[config.mk]
export PLATFORM = sky130hd
export DESIGN_NAME = elem_sequencer
export DESIGN_NICKNAME = d
export VERILOG_FILES = /design/src/common/seq_pkg.sv /design/src/hw/mat_seq/elem_sequencer.sv
export VERILOG_INCLUDE_DIRS = /design/src /design/src/common
export SDC_FILE = /design/constraint.sdc
export NUM_CORES = 1
export LEC_CHECK = 0
export BUFFER_PORTS_ARGS = -buffer_cell sky130_fd_sc_hd__buf_2
export CORE_AREA = 3 3 40 42
export CTS_BUF_LIST = sky130_fd_sc_hd__clkbuf_16
export DETAILED_ROUTE_END_ITERATION = 10
export DIE_AREA = 0 0 43 45
export PLACE_DENSITY = 0.48
export SYNTH_ARGS = -nofsm -noshare
export SYNTH_HDL_FRONTEND = slang
export SYNTH_SLANG_ARGS = --single-unit
export TNS_END_PERCENT = 100
[constraint.sdc]
create_clock -name clk -period 2.75 [get_ports clk]
set_input_delay 0.275 -clock clk [delete_from_list [all_inputs] [get_ports clk]]
set_output_delay 0.275 -clock clk [all_outputs]
set_load 0.1 [all_outputs]
[src/common/mat_defines.svh]
/*
 * Matrix size and fixed-point format shared by the RTL and the testbench.
 * Parts are signed Q7.11; the datapath assumes a square matrix of order 4.
 */
`ifndef MAT_DEFINES_SVH
`define MAT_DEFINES_SVH

// Matrix order
`define MAT_N 4

// Signed fixed-point format of one real or imaginary part
`define INT_BITS 7
`define FRAC_BITS 11

// Width of one part
`define DATA_W (`INT_BITS + `FRAC_BITS)

`endif

[src/common/seq_pkg.sv]
/*
 * Sequencer state and element index types.
 * The index width covers one row or column of a MAT_N matrix.
 */
`include "mat_defines.svh"

package seq_pkg;

    typedef enum logic {
        SEQ_IDLE = 1'b0,
        SEQ_RUN  = 1'b1
    } seq_state_e;

    // Row or column index
    typedef logic [$clog2(`MAT_N)-1:0] idx_t;

endpackage

[src/hw/mat_seq/elem_sequencer.sv]
/*
 * Walks the result elements in row-major order, one per cycle.
 * A start seen while running is dropped. load_o is combinational from
 * the idle state and start_i, so start_i must be low during reset.
 */
`timescale 1ns/1ps
`include "mat_defines.svh"

module elem_sequencer
    import seq_pkg::*;
(
    input  logic clk,
    input  logic rst_n,
    input  logic start_i,
    output logic load_o,
    output idx_t row_sel_o,
    output idx_t col_sel_o,
    output logic sel_valid_o,
    output logic busy_o
);

    localparam int IDX_W = $bits(idx_t);
    localparam int CNT_W = 2 * IDX_W;
    localparam int LAST  = `MAT_N * `MAT_N - 1;

    seq_state_e       state;
    logic [CNT_W-1:0] elem_cnt;

    // Start is accepted only when idle
    assign load_o = (state == SEQ_IDLE) && start_i;

    always_ff @(posedge clk or negedge rst_n) begin
        if (!rst_n) begin
            state    <= SEQ_IDLE;
            elem_cnt <= '0;
        end else begin
            case (state)
                SEQ_IDLE: begin
                    if (start_i) begin
                        state    <= SEQ_RUN;
                        elem_cnt <= '0;
                    end
                end
                SEQ_RUN: begin
                    // Wraps back to zero on the last element
                    elem_cnt <= elem_cnt + 1'b1;
                    if (elem_cnt == CNT_W'(LAST)) begin
                        state <= SEQ_IDLE;
                    end
                end
                default: begin
                    state    <= SEQ_IDLE;
                    elem_cnt <= '0;
                end
            endcase
        end
    end

    // Upper half is the row, lower half the column
    assign row_sel_o = elem_cnt[CNT_W-1:IDX_W];
    assign col_sel_o = elem_cnt[IDX_W-1:0];

    assign sel_valid_o = (state == SEQ_RUN);
    assign busy_o      = (state == SEQ_RUN);

    // No new load while a run is in progress
    a_no_load_in_run: assert property (
        @(posedge clk) disable iff (!rst_n)
        (state == SEQ_RUN) |-> !load_o
    );

    // Every accepted start gives exactly one full run
    a_run_length: assert property (
        @(posedge clk) disable iff (!rst_n)
        load_o |=> busy_o [*LAST+1] ##1 !busy_o
    );

endmodule

-- Yosys cells after proc, flatten, opt, wreduce, memory -nomap -nowiden
Index checks and enable logic that the tools add are counted.
W data, S select, Z words.
- bitwise operators: 1
- reductions and logical operators: 1
- equality and inequality tests: 2
- multiplexer cells: 5
- add/sub/neg operators: 1
- operator list (operator ; count):
    $pmux W4 S2 ; 1
    $add A4 B1 Y4 const B ; 1
    $eq A4 B4 Y1 const B ; 1
    $mux W4 ; 1
    $mux W1 ; 2
    $ne A2 B2 Y1 const B ; 1
    $pmux W1 S2 ; 1
    $logic_and A1 B1 Y1 ; 1
    $not A1 Y1 ; 1
- output and inout bits: 7
- bits in registers: 5
- input bits: 3

-- Logic depth before layout (Yosys ltp)
- depth after elaboration: 3
- mapped depth: 4
- depth with buffers taken out: 4

-- Worst setup path before layout
Ideal clock, no wire load.
- path kind: reg2out
- from: reg state, in the netlist busy_o
- to: out load_o
- path slack: 0.103 ns
- path buffers: 1
- arrival time: 2.372 ns
- data required time: 2.475 ns
- cell stages (with the launch flop): 3
- cells stage by stage: dfrtp_1 buf_6 nor2b_1
- longest elaborated chain between the ends: 2
- RTL lines (what ; line ; text):
    from (decl) ; elem_sequencer.sv:26 ; seq_state_e state;
    from (signal assigned) ; elem_sequencer.sv:34 ; state <= SEQ_IDLE;
    from (signal assigned) ; elem_sequencer.sv:40 ; state <= SEQ_RUN;
    from (signal assigned) ; elem_sequencer.sv:48 ; state <= SEQ_IDLE;
    $not A1 Y1 ; n/a ;
    $logic_and A1 B1 Y1 ; elem_sequencer.sv:30 ; assign load_o = (state == SEQ_IDLE) && start_i;
    to (decl) ; elem_sequencer.sv:15 ; output logic load_o,
No other way between the ends.

-- Final worst setup path
Ends and elaborated chain as after synthesis.

==> results.toml <==
[status]
status = "completed"

[floorplanning]
num_rows = 13
die_w_um = 43
die_y_um = 45
start_util_pct = 19.57
core_area_mm2 = 0.001285
io-pin-count = 10
die-area_mm2 = 0.001935

[clocking]
cts_resized = 0
cts_setup_buffers = 0
root_buffer = "clkbuf_16"
clk_pin_slew_worst_paths_ns = 0.03
clkLatencyLatePin_ns = 0.23
cts_hold_buf = 1
cts_tree = "done"
clkSinkCount = 5
htree_levels = 1
clockBufferDepth = 2
numCtsBuffers = 3

[cells_and_area]
layoutNonFillerInstCount = 48
final.fill_count = 138
drive_gt1_share_pct = 39.39
multiInputGateArea_um2 = 107.6
area_growth_pct = 53.23
diodes = 0
final_nets = 38
ff_latch_area_um2 = 125.1

[grt]
grt-ovfl-total = 0
grt_pass1_wl_um = 903
grt_pass1_vias = 202
grt.total_usage_pct = 6.951
grt_max_degree = 11
antenna_found_initial = 0

[yosys]
synth_edf_count = 0
async_flop_share_pct = 100.0
synth_compound_area_share_pct = 13.93
synthTopCellsByArea = "dfrtp_1 (50%), a22o_1 (7.0%), ha_1 (5.0%), buf_6 (4.5%), mux2i_1 (4.0%)"
synth_top_flop_cell = "dfrtp_1"
netlist_instances = 21
yosysMostFrequentCell = "dfrtp_1"
syn_area_per_cell_um2 = 11.98
synth_nets = 25
synth_simple_gate_area_share_pct = 12.94
synthXorXnorAreaFrac_pct = 6.965
yosysSeqAreaShare_pct = 49.75
synth_fa_ha_area_share_pct = 4.975
yosysWarnings = 0
synth_top_family_by_area = "compound AO/OA/AOI/OAI gates"
muxShareOfSynthArea_pct = 3.980
syn_area_um2 = 251.5
yosysTopAreaCellShare_pct = 49.75
ys_seq_elements = 5
ys_types = 16
synth.largest_area_cell = "dfrtp_1"
synth.top_cells.by_count = "dfrtp_1 (5), a22o_1 (2)"

[sta]
worstMarginPinSlew_ns = 0.4852
tns_ns = 0
finalCriticalPeriod_ns = 1.533
finalCritPeriodShare_pct = 55.74
hold_viol_final = 0
clock_skew_ns = 0.001242
fmax_ghz = 0.6524
rsz0062_at_grt = "false"
maxSlewHeadroom_pct = 67.88
setup_viol = 0
slew_viol_final = 0

[worst_setup_path]
r2r_end = "elem_cnt[1]"
worst_ep_arrival_time_ns = 1.26
setup.worst_path.start_class = "register"
regToRegSetupSlack_ns = 1.70
reg2reg_depth = 2
path_max_fanout = 10
crit_type = "reg -> out"
endpoint_kind = "output pin"
r2r_start = "elem_cnt[0]"
critPathRequiredTime_ns = 2.48

[place]
place_hpwl_um = 389.6
place_congestion = 0.6432
port_buffers = 9
place_inst = 43

[drt]
via_per_inst = 4.125
wl_um = 536
ant_nets = 0
wl_per_cell_um = 11.17
drt_iter0_drc = 7
num_vias = 198
first_pass_iters = 4
drc_errors = 0

[hold_path]
hold_end = "elem_cnt[2]"
hold_depth = 2
worstHoldStart = "start_i"
min_path_type = "in -> reg"

[flow_run]
maxCapViolations = 0
## state kept, by name, summed over array words and instances (netlist names)
name / cells
busy_o: 1
elem_cnt: 4
## metrics by stage
stage | setup slack, ns | instance area, um2 | util (%) | hold slack [ns]
6_report | 1.217 | 385.4 | 29.99 | 0.2623
4_1_cts | 1.204 | 385.4 | 29.99 | 0.2662
2_1_floorplan | 0.1026 | 251.5 | - | -0.02059
3_3_place_gp | 1.458 | 296.5 | 23.08 | 0.09655
3_5_place_dp | 1.450 | 296.5 | 23.08 | 0.09725
5_1_grt | 1.128 | 385.4 | 29.99 | 0.2784
## kinds of logic (layout without fill, tap and decap cells)
family / Yosys count / in the layout
AO/OA/AOI/OAI: 4 / 4
multiplexers: 1 / 1
XOR/XNOR: 2 / 2
buffers and inverters: 2 / 14
flip-flops: 5 / 5
adder cells (fa/ha/maj): 1 / 1
AND/OR/NAND/NOR: 6 / 6
## worst max-delay path by stage
stage | start | end | slack (ns) | cells past startpoint
6_report | busy_o | load_o | 1.22 | 2
5_1_grt | busy_o | load_o | 1.13 | 2
4_1_cts | busy_o | load_o | 1.20 | 2
3_5_place_dp | busy_o | load_o | 1.45 | 2
3_3_place_gp | busy_o | load_o | 1.46 | 2
2_1_floorplan | busy_o | load_o | 0.10 | 2
## placed cells by master, fill, tap and decap left out
| cell type | n |
|---|---|
| or2b_1 | 1 |
| dfrtp_1 | 5 |
| clkbuf_16 | 3 |
| o21ai_2 | 1 |
| nand2b_1 | 1 |
| nor2_1 | 1 |
| nand3_1 | 1 |
| buf_2 | 9 |
| ha_1 | 1 |
| a41oi_1 | 1 |
| mux2i_1 | 1 |
| nand2_1 | 1 |
| a22o_1 | 2 |
| xnor2_1 | 1 |
| xor2_1 | 1 |
| dlygate4sd3_1 | 1 |
| inv_1 | 1 |
| nor2b_1 | 1 |
## worst max-delay path: stages, from the launching register on
cell	delay, ns
dfrtp_1	0.47
nor2b_1	0.13
buf_2	0.43
## area by class of cell
class	instances	area share, %
timing repair buffer	10	14.29
clock inverter	1	0.9740
sequential	5	32.47
clock buffer	3	19.48
multi-input combinational	14	27.92
tap	15	4.870
## per-layer routing
| metal | share of wire (%) | track usage, % | vias up |
|---|---|---|---|
| met3 | 12 | 6.375 | 0 |
| met1 | 39 | 7.598 | 95 |
| met4 | 0 | 3.614 | 0 |
| met2 | 49 | 8.982 | 7 |
| li1 | - | - | 96 |
| met5 | 0 | 0 | - |
Power is not shown: default switching activity piles up to over one toggle a cycle in this logic, so the estimate is an artifact.
