$ cat src/common/mat_defines.svh
/*
 * Matrix size and fixed-point format shared by the RTL and the testbench.
 * Parts are signed Q7.11; the datapath assumes a square matrix of order 4.
 */
`ifndef MAT_DEFINES_SVH
`define MAT_DEFINES_SVH

// Matrix order
`define MAT_N 4

// Signed fixed-point format of one real or imaginary part
`define INT_BITS 7
`define FRAC_BITS 11

// Width of one part
`define DATA_W (`INT_BITS + `FRAC_BITS)

`endif

$ cat src/common/cplx_pkg.sv
/*
 * Complex fixed-point types. A vector is one row or one column;
 * a matrix is indexed as m[row][col]. Products keep full precision.
 */
`include "mat_defines.svh"

package cplx_pkg;

    // One real or imaginary part
    typedef logic signed [`DATA_W-1:0] sample_t;

    typedef struct packed {
        sample_t re;
        sample_t im;
    } cplx_t;

    // One row or column
    typedef cplx_t [`MAT_N-1:0] cvec_t;

    // Row first, then column
    typedef cvec_t [`MAT_N-1:0] cmat_t;

    // Full-precision product of two parts
    typedef logic signed [2*`DATA_W-1:0] prod_t;

endpackage

$ cat src/common/seq_pkg.sv
/*
 * Sequencer state and element index types.
 * The index width covers one row or column of a MAT_N matrix.
 */
`include "mat_defines.svh"

package seq_pkg;

    typedef enum logic {
        SEQ_IDLE = 1'b0,
        SEQ_RUN  = 1'b1
    } seq_state_e;

    // Row or column index
    typedef logic [$clog2(`MAT_N)-1:0] idx_t;

endpackage

$ cat src/hw/mat_seq/matrix_bank.sv
/*
 * Register bank for A and B, written only on load so the inputs may
 * change during a run. Row and column selection is combinational.
 * The bank reads as zero until the first load.
 */
`timescale 1ns/1ps
`include "mat_defines.svh"

module matrix_bank
    import cplx_pkg::*;
    import seq_pkg::*;
(
    input  logic  clk,
    input  logic  rst_n,
    input  logic  load_i,
    input  cmat_t a_mat_i,
    input  cmat_t b_mat_i,
    input  idx_t  row_sel_i,
    input  idx_t  col_sel_i,
    output cvec_t a_row_o,
    output cvec_t b_col_o
);

    cmat_t a_q;
    cmat_t b_q;

    always_ff @(posedge clk or negedge rst_n) begin
        if (!rst_n) begin
            a_q <= '0;
            b_q <= '0;
        end else if (load_i) begin
            a_q <= a_mat_i;
            b_q <= b_mat_i;
        end
    end

    // A is stored by row, so a row is one slice
    assign a_row_o = a_q[row_sel_i];

    // Column of B is gathered across the rows
    always_comb begin
        for (int k = 0; k < `MAT_N; k++) begin
            b_col_o[k] = b_q[k][col_sel_i];
        end
    end

endmodule

$ cat config.mk
export PLATFORM = sky130hd
export DESIGN_NAME = matrix_bank
export DESIGN_NICKNAME = d
export VERILOG_FILES = /design/src/common/cplx_pkg.sv /design/src/common/seq_pkg.sv /design/src/hw/mat_seq/matrix_bank.sv
export VERILOG_INCLUDE_DIRS = /design/src /design/src/common
export SDC_FILE = /design/constraint.sdc
export NUM_CORES = 1
export LEC_CHECK = 0
export ABC_AREA = 0
export BUFFER_PORTS_ARGS = -buffer_cell sky130_fd_sc_hd__buf_4
export CAP_MARGIN = 20
export CORE_AREA = 2 2 568 570
export DETAILED_ROUTE_END_ITERATION = 10
export DIE_AREA = 0 0 570 572
export MAX_ROUTING_LAYER = met4
export PLACE_DENSITY = 0.34
export SYNTH_ARGS = -nofsm -noshare
export SYNTH_HDL_FRONTEND = slang
export SYNTH_SLANG_ARGS = --single-unit
$ cat constraint.sdc
create_clock -name clk -period 1.5 [get_ports clk]
set_input_delay 0.15 -clock clk [delete_from_list [all_inputs] [get_ports clk]]
set_output_delay 0.15 -clock clk [all_outputs]
set_load 0.03 [all_outputs]
# Yosys cells after proc, flatten, opt, wreduce, memory -nomap -nowiden
# Index checks and enable logic that the tools add are counted.
# classes
n_lt_le_gt_ge	2
n_mux	10
# op_table
cell	count
$bmux 144 s2	1
$bmux 36 s2	4
$mux 144	1
$mux 36	4
$lt 2x3->1 const B	2
# word_totals
output_inout_bits	288
reg_bits	1152
elab_cells	76
input_bits	1159

# Logic depth before layout (Yosys ltp)
# Gate-level depths: netlist (run 1).
# depth
depth_word	2
mapped_depth	5
ltp_nobuf	1

# Worst setup path before layout (run 1)
# Ideal clock, no wire load.
# synth_timing
path_kind	in2out
from	input row_sel_i[0]
to	output a_row_o[100] (netlist bit)
setup_slack_ps	157
path_stages	4
required_ps	1350
t_arrival_ps	1193
n_path_buf	3
cell_sequence	buf_6 -> buf_6 -> buf_6 -> mux4_2
# synth_lines
element	line_no	text
start, declared	matrix_bank.sv:18	input idx_t row_sel_i,
end, declared	matrix_bank.sv:20	output cvec_t a_row_o,

==> flow_summary.yaml, run 1 <==
clock_network:
  cts_root_buffer: "clkbuf_16"
  numCtsBuffers: 158
  htreeDepth: 4
  clk_latency_ns: 0.81
  cts.sinks: 1152
  cts.reportedPaths.clkPinSlew_ns: 0.06
  clk_path_buf_depth: 4
  cts_tree: "yes"
route:
  drc_errors: 0
  viasPerCell: 3.70
  antenna_left: 0
  num_vias: 37700
  drt-total-wl_mm: 251
  wl_per_cell_um: 24.7
  firstDrtPassIters: 5
  drt_iter0_drc: 1357
global_route:
  grt_overflow: 0
  grt_usage_pct: 15.4
  grt_start_max_net_pins: 86
  grt_pass1_vias: 42400
  grt_pass1_wl_mm: 344
  antenna_found_initial: 185
worst_setup_path:
  r2r-start: "b_q[204]"
  cp_data_required_time_ns: 1.35
  r2r_end: "b_q[204]"
  rrSetupSlack_ns: 0.06
  worst_setup_path_start_kind: "flip-flop"
  critPathMaxFanout: 2
  ff2ff_path_depth: 3
  critPathKind: "reg2out"
  critPathArrivalTime_ns: 2.04
  cp-end-kind: "output pin"
  critPathLaunch: "a_q[33]"
timing:
  slew_headroom_pct: 53.6
  finalWorstSetupSlack_ns: -0.693
  min_period_over_period_pct: 146
  finalMaxSlewViolations: 0
  rsz0062_at_grt: "yes"
  max_freq_mhz: 456
  worst_pin_slew_ns: 0.696
  hold_violations: 0
  finalCriticalPeriod_ns: 2.19
  setup_violations: 288
  clock_skew_ns: 0
logic_synthesis:
  synth_compound_area_share_pct: 0
  synth_area_mm2: 0.0495
  synth-simple-area-share_pct: 0
  yosysSeqAreaShare_pct: 58.2
  synth_nets: 3943
  yosysWarnings: 0
  synth-seq-cells: 1152
  yosysUniqueCellTypes: 8
  synth_area_per_cell_um2: 17.8
  synth_xor_area_share_pct: 0
  synthAdderAreaFrac_pct: 0
  syn_inst: 2784
  synth_top_family_by_area: "multiplexers"
  synthMuxAreaShare_pct: 39.3
layout:
  drive_above_1_share_pct: 60.3
  fin_nets: 6922
  area_growth_pct: 76.4
  postLayoutCoreUtil_pct: 27.3
placed_design:
  place_ws_ns: -0.265
  place_hpwl_mm: 202
  place_congestion: 0.840
  portBuffers: 1446
power:
  pwr-share-clk_pct: 39.9
  internal_power_mw: 68.8
  total_power_mw: 96.0
  vdd_drop_max_mv: 0.689
  powerDensity_mw_per_mm2: 1100
  switching_power_mw: 27.2
  seqPwrFrac_pct: 38.4
  p_leak_nw: 36.8
  swShare_pct: 28.3
  p_comb_share_pct: 21.7
floorplan:
  design.portCount: 1447
  core_mm2: 0.320
  fp.dieW_um: 570
  initial_utilization_pct: 15.5
  die-height_um: 572
  row_count: 208
  die-area_mm2: 0.326
min_path:
  hp-class: "in2reg"
  holdPathEnd: "a_q[66]"
  min_from: "load_i"
  whs_path_depth: 4
job:
  cap_violations: 0
status:
  violations: "negative setup slack"
  status: "finished with violations"
==> what timing repair did <==
action | in CTS | in global routing
resized for setup | 401 | 12
endpoints found under the setup margin | 288 | 288
hold buffers | 1277 | 0
buffers inserted | 31 | 24
pin swaps | 0 | 0
hold endpoints to repair | 2258 | 0
==> critical path: stages (launching register included) <==
cell     delay [ns]
dfrtp_1        0.39
mux4_2         0.63
buf_6          0.21
==> worst max-delay path by stage <==
stage / to / slack, ns / depth (start not counted)
floorplan: a_row_o[100] / 0.16 / 4
global placement: a_row_o[32] / -0.28 / 4
detailed placement: a_row_o[32] / -0.27 / 4
CTS: a_row_o[32] / -0.88 / 2
global route: a_row_o[32] / -0.80 / 2
finish: a_row_o[33] / -0.69 / 2
==> placed cells by master (no fill, tap or decap) <==
cell,instances
buf_12,101
buf_4,1340
buf_6,289
buf_8,3
bufinv_16,7
clkbuf_1,30
clkbuf_16,158
clkbuf_8,40
clkinv_16,4
clkinv_2,20
clkinv_8,5
clkinvlp_4,2
dfrtp_1,1027
dfrtp_2,125
diode_2,115
dlygate4sd3_1,1277
inv_16,1
inv_6,3
mux2_2,1152
mux4_2,288
==> power by group through the flow <==
stage	Clock (mW)	Combinational [mW]	Sequential, mW
3_3_place_gp	0	16.5	37.4
2_1_floorplan	0	8.82	35.7
4_1_cts	39.9	21.2	36.9
6_report	38.3	20.8	36.9
5_1_grt	41.0	22.1	37.2
3_5_place_dp	0	16.6	37.4
==> cell usage after synthesis (all sizes together) <==
cell type | count | area [um^2]
buf | 182 | 1200
mux4 | 288 | 6490
mux2 | 1152 | 13000
clkbuf | 10 | 37.5
dfrtp | 1152 | 28800
==> through the flow <==
| step | cells | area (um^2) | hold slack, ns | TNS (ns) |
|---|---|---|---|---|
| floorplan | 2784 | 49500 | -0.146 | 0 |
| global placement | 8471 | 67400 | 0.103 | -22.48 |
| detailed placement | 8471 | 67400 | 0.101 | -23.60 |
| CTS | 10000 | 86900 | 0.000637 | -184.51 |
| global route | 10200 | 87300 | 0.0441 | -177.97 |
| finish | 10200 | 87300 | 0.0855 | -150.79 |
==> cell families after synthesis <==
| kind of cell | Yosys count |
|---|---|
| buffers and inverters | 192 |
| muxes | 1440 |
| DFF | 1152 |
==> routing by layer <==
metal  GRT usage (%)  share of wire, %  vias up
met5               -                 0        -
met4            4.61               3.0        0
met2            24.8                48     1369
li1                -                 -    16600
met1            18.8                42    19400
met3            4.14               7.0      313
==> registers in the layout, summed over array words and instances, names as in the netlist <==
signal	count
a_q	576
b_q	576
==> layout make-up <==
class | count | area, um^2
Clock inverter | 42 | 573
Multi-Input combinational cell | 1440 | 19500
Tap cell | 4200 | 5260
Sequential cell | 1152 | 29000
Fill cell | 33200 | 233000
Antenna cell | 115 | 288
Clock buffer | 227 | 4600
Timing Repair Buffer | 3011 | 28200
Note: power is estimated with default switching activity, not from simulation.
==> inputs of run 2 (changes only) <==
==> constraint.sdc (replaced) <==
create_clock -name clk -period 2.05 [get_ports clk]
set_input_delay 0 -clock clk [delete_from_list [all_inputs] [get_ports clk]]
set_output_delay 0 -clock clk [all_outputs]
set_load 0.03 [all_outputs]
==> run 2 against run 1 <==
Against the previous run: the flow now stops in clock tree synthesis (4_1_cts); synthesized cell count unchanged; area after synthesis did not move.
==> flow_summary.yaml, run 2 <==
status:
  status: "did not finish"
  lastStage: "clock tree synthesis (4_1_cts)"
  error_line: "[ERROR RSZ-0060] Max buffer count reached."
logic_synthesis:
  synth_area_per_cell_um2: 17.8
  synth_enable_flop_cells: 0
  synthTopCellsByArea: "dfrtp_1, mux2_2, mux4_2, buf_2, buf_6"
  synthFlopType: "dfrtp_1"
  yosysSeqAreaShare_pct: 58.2
  yosysUniqueCellTypes: 8
  syn_inst: 2784
  synth_nets: 3943
  async_flop_share_pct: 100
  yosysTopAreaCellShare_pct: 58.2
  synth_area_leader_cell: "dfrtp_1"
  synth_common_cells: "dfrtp_1, mux2_2, mux4_2"
  synth-seq-cells: 1152
  yosysWarnings: 0
  synth_area_mm2: 0.0495
clock_network:
  postCtsSetupRepairBufs: 2
  clk_path_buf_depth: 4
  cts_hold_buffers: 1735
  htreeDepth: 4
  post_cts_resized: 148
  numCtsBuffers: 159
  cts.sinks: 1152
  cts_root_buffer: "clkbuf_16"
floorplan:
  design.portCount: 1447
  row_count: 208
  fp.dieW_um: 570
  initial_utilization_pct: 15.5
  die-height_um: 572
placed_design:
  place_congestion: 0.833
  place_hpwl_mm: 194
  portBuffers: 1446
[run 2: cell counts after synthesis]
No cell type changed its count.
[run 2: kinds of logic after synthesis]
kind of cell  Yosys count  synth area share (%)
buf+inv               192                  2.50
flops                1152                  58.2
mux                  1440                  39.3
[run 2: stage by stage]
stage                     hold WS [ns]  worst slack (ns)  utilization [%]  area (um^2)  std cells
after global placement         0.00935             0.470             20.8        66400       8394
after floorplan                 -0.296              1.01                -        49500       2784
after detailed placement       0.00287             0.462             20.8        66400       8394
==> inputs of run 3 (changes only) <==
--- a/config.mk
+++ b/config.mk
@@ -9,11 +9,10 @@
 export ABC_AREA = 0
 export BUFFER_PORTS_ARGS = -buffer_cell sky130_fd_sc_hd__buf_4
 export CAP_MARGIN = 20
-export CORE_AREA = 2 2 568 570
+export CORE_AREA = 2 2 566 568
 export DETAILED_ROUTE_END_ITERATION = 10
-export DIE_AREA = 0 0 570 572
-export MAX_ROUTING_LAYER = met4
-export PLACE_DENSITY = 0.34
+export DIE_AREA = 0 0 568 570
+export PLACE_DENSITY_LB_ADDON = 0.15
 export SYNTH_ARGS = -nofsm -noshare
 export SYNTH_HDL_FRONTEND = slang
 export SYNTH_SLANG_ARGS = --single-unit
==> run 3 against run 2 <==
Against the previous run: the run again fails in clock tree synthesis (4_1_cts); synthesized cell count unchanged; area after synthesis unchanged.
==> flow_summary.yaml, run 3 <==
clock_network:
  htreeDepth: 4
  cts_hold_buffers: 1730
  postCtsSetupRepairBufs: 5
  cts_root_buffer: "clkbuf_16"
  clk_path_buf_depth: 4
  numCtsBuffers: 160
  cts.sinks: 1152
  post_cts_resized: 111
placed_design:
  place_hpwl_mm: 190
  place_inst: 8359
  place_congestion: 0.807
  portBuffers: 1446
logic_synthesis:
  synth_area_leader_cell: "dfrtp_1"
  async_flop_share_pct: 100
  synth-seq-cells: 1152
  synthTopCellsByArea: "dfrtp_1, mux2_2, mux4_2, buf_2, buf_6"
  synth_nets: 3943
  yosysSeqAreaShare_pct: 58.2
  synthFlopType: "dfrtp_1"
  synth_common_cells: "dfrtp_1, mux2_2, mux4_2"
  synth_enable_flop_cells: 0
  yosysWarnings: 0
  yosysUniqueCellTypes: 8
  syn_inst: 2784
  yosysTopAreaCellShare_pct: 58.2
  synth_area_mm2: 0.0495
  synth_area_per_cell_um2: 17.8
floorplan:
  row_count: 207
  initial_utilization_pct: 15.6
  design.portCount: 1447
  die-height_um: 570
  fp.dieW_um: 568
status:
  status: "did not finish"
  error_line: "[ERROR RSZ-0060] Max buffer count reached."
  lastStage: "clock tree synthesis (4_1_cts)"
run 3: cell counts after synthesis:
Identical to the previous run, type by type.
run 3: through the flow:
step | util (%) | hold slack, ns | area [um^2] | setup WS (ns)
3_5_place_dp | 20.9 | -0.0177 | 66200 | 0.442
3_3_place_gp | 20.9 | -0.0319 | 66200 | 0.450
2_1_floorplan | - | -0.296 | 49500 | 1.01
run 3: cells by family after synthesis:
logic type	synth area share (%)
buffers and inverters	2.50
DFF	58.2
muxes	39.3
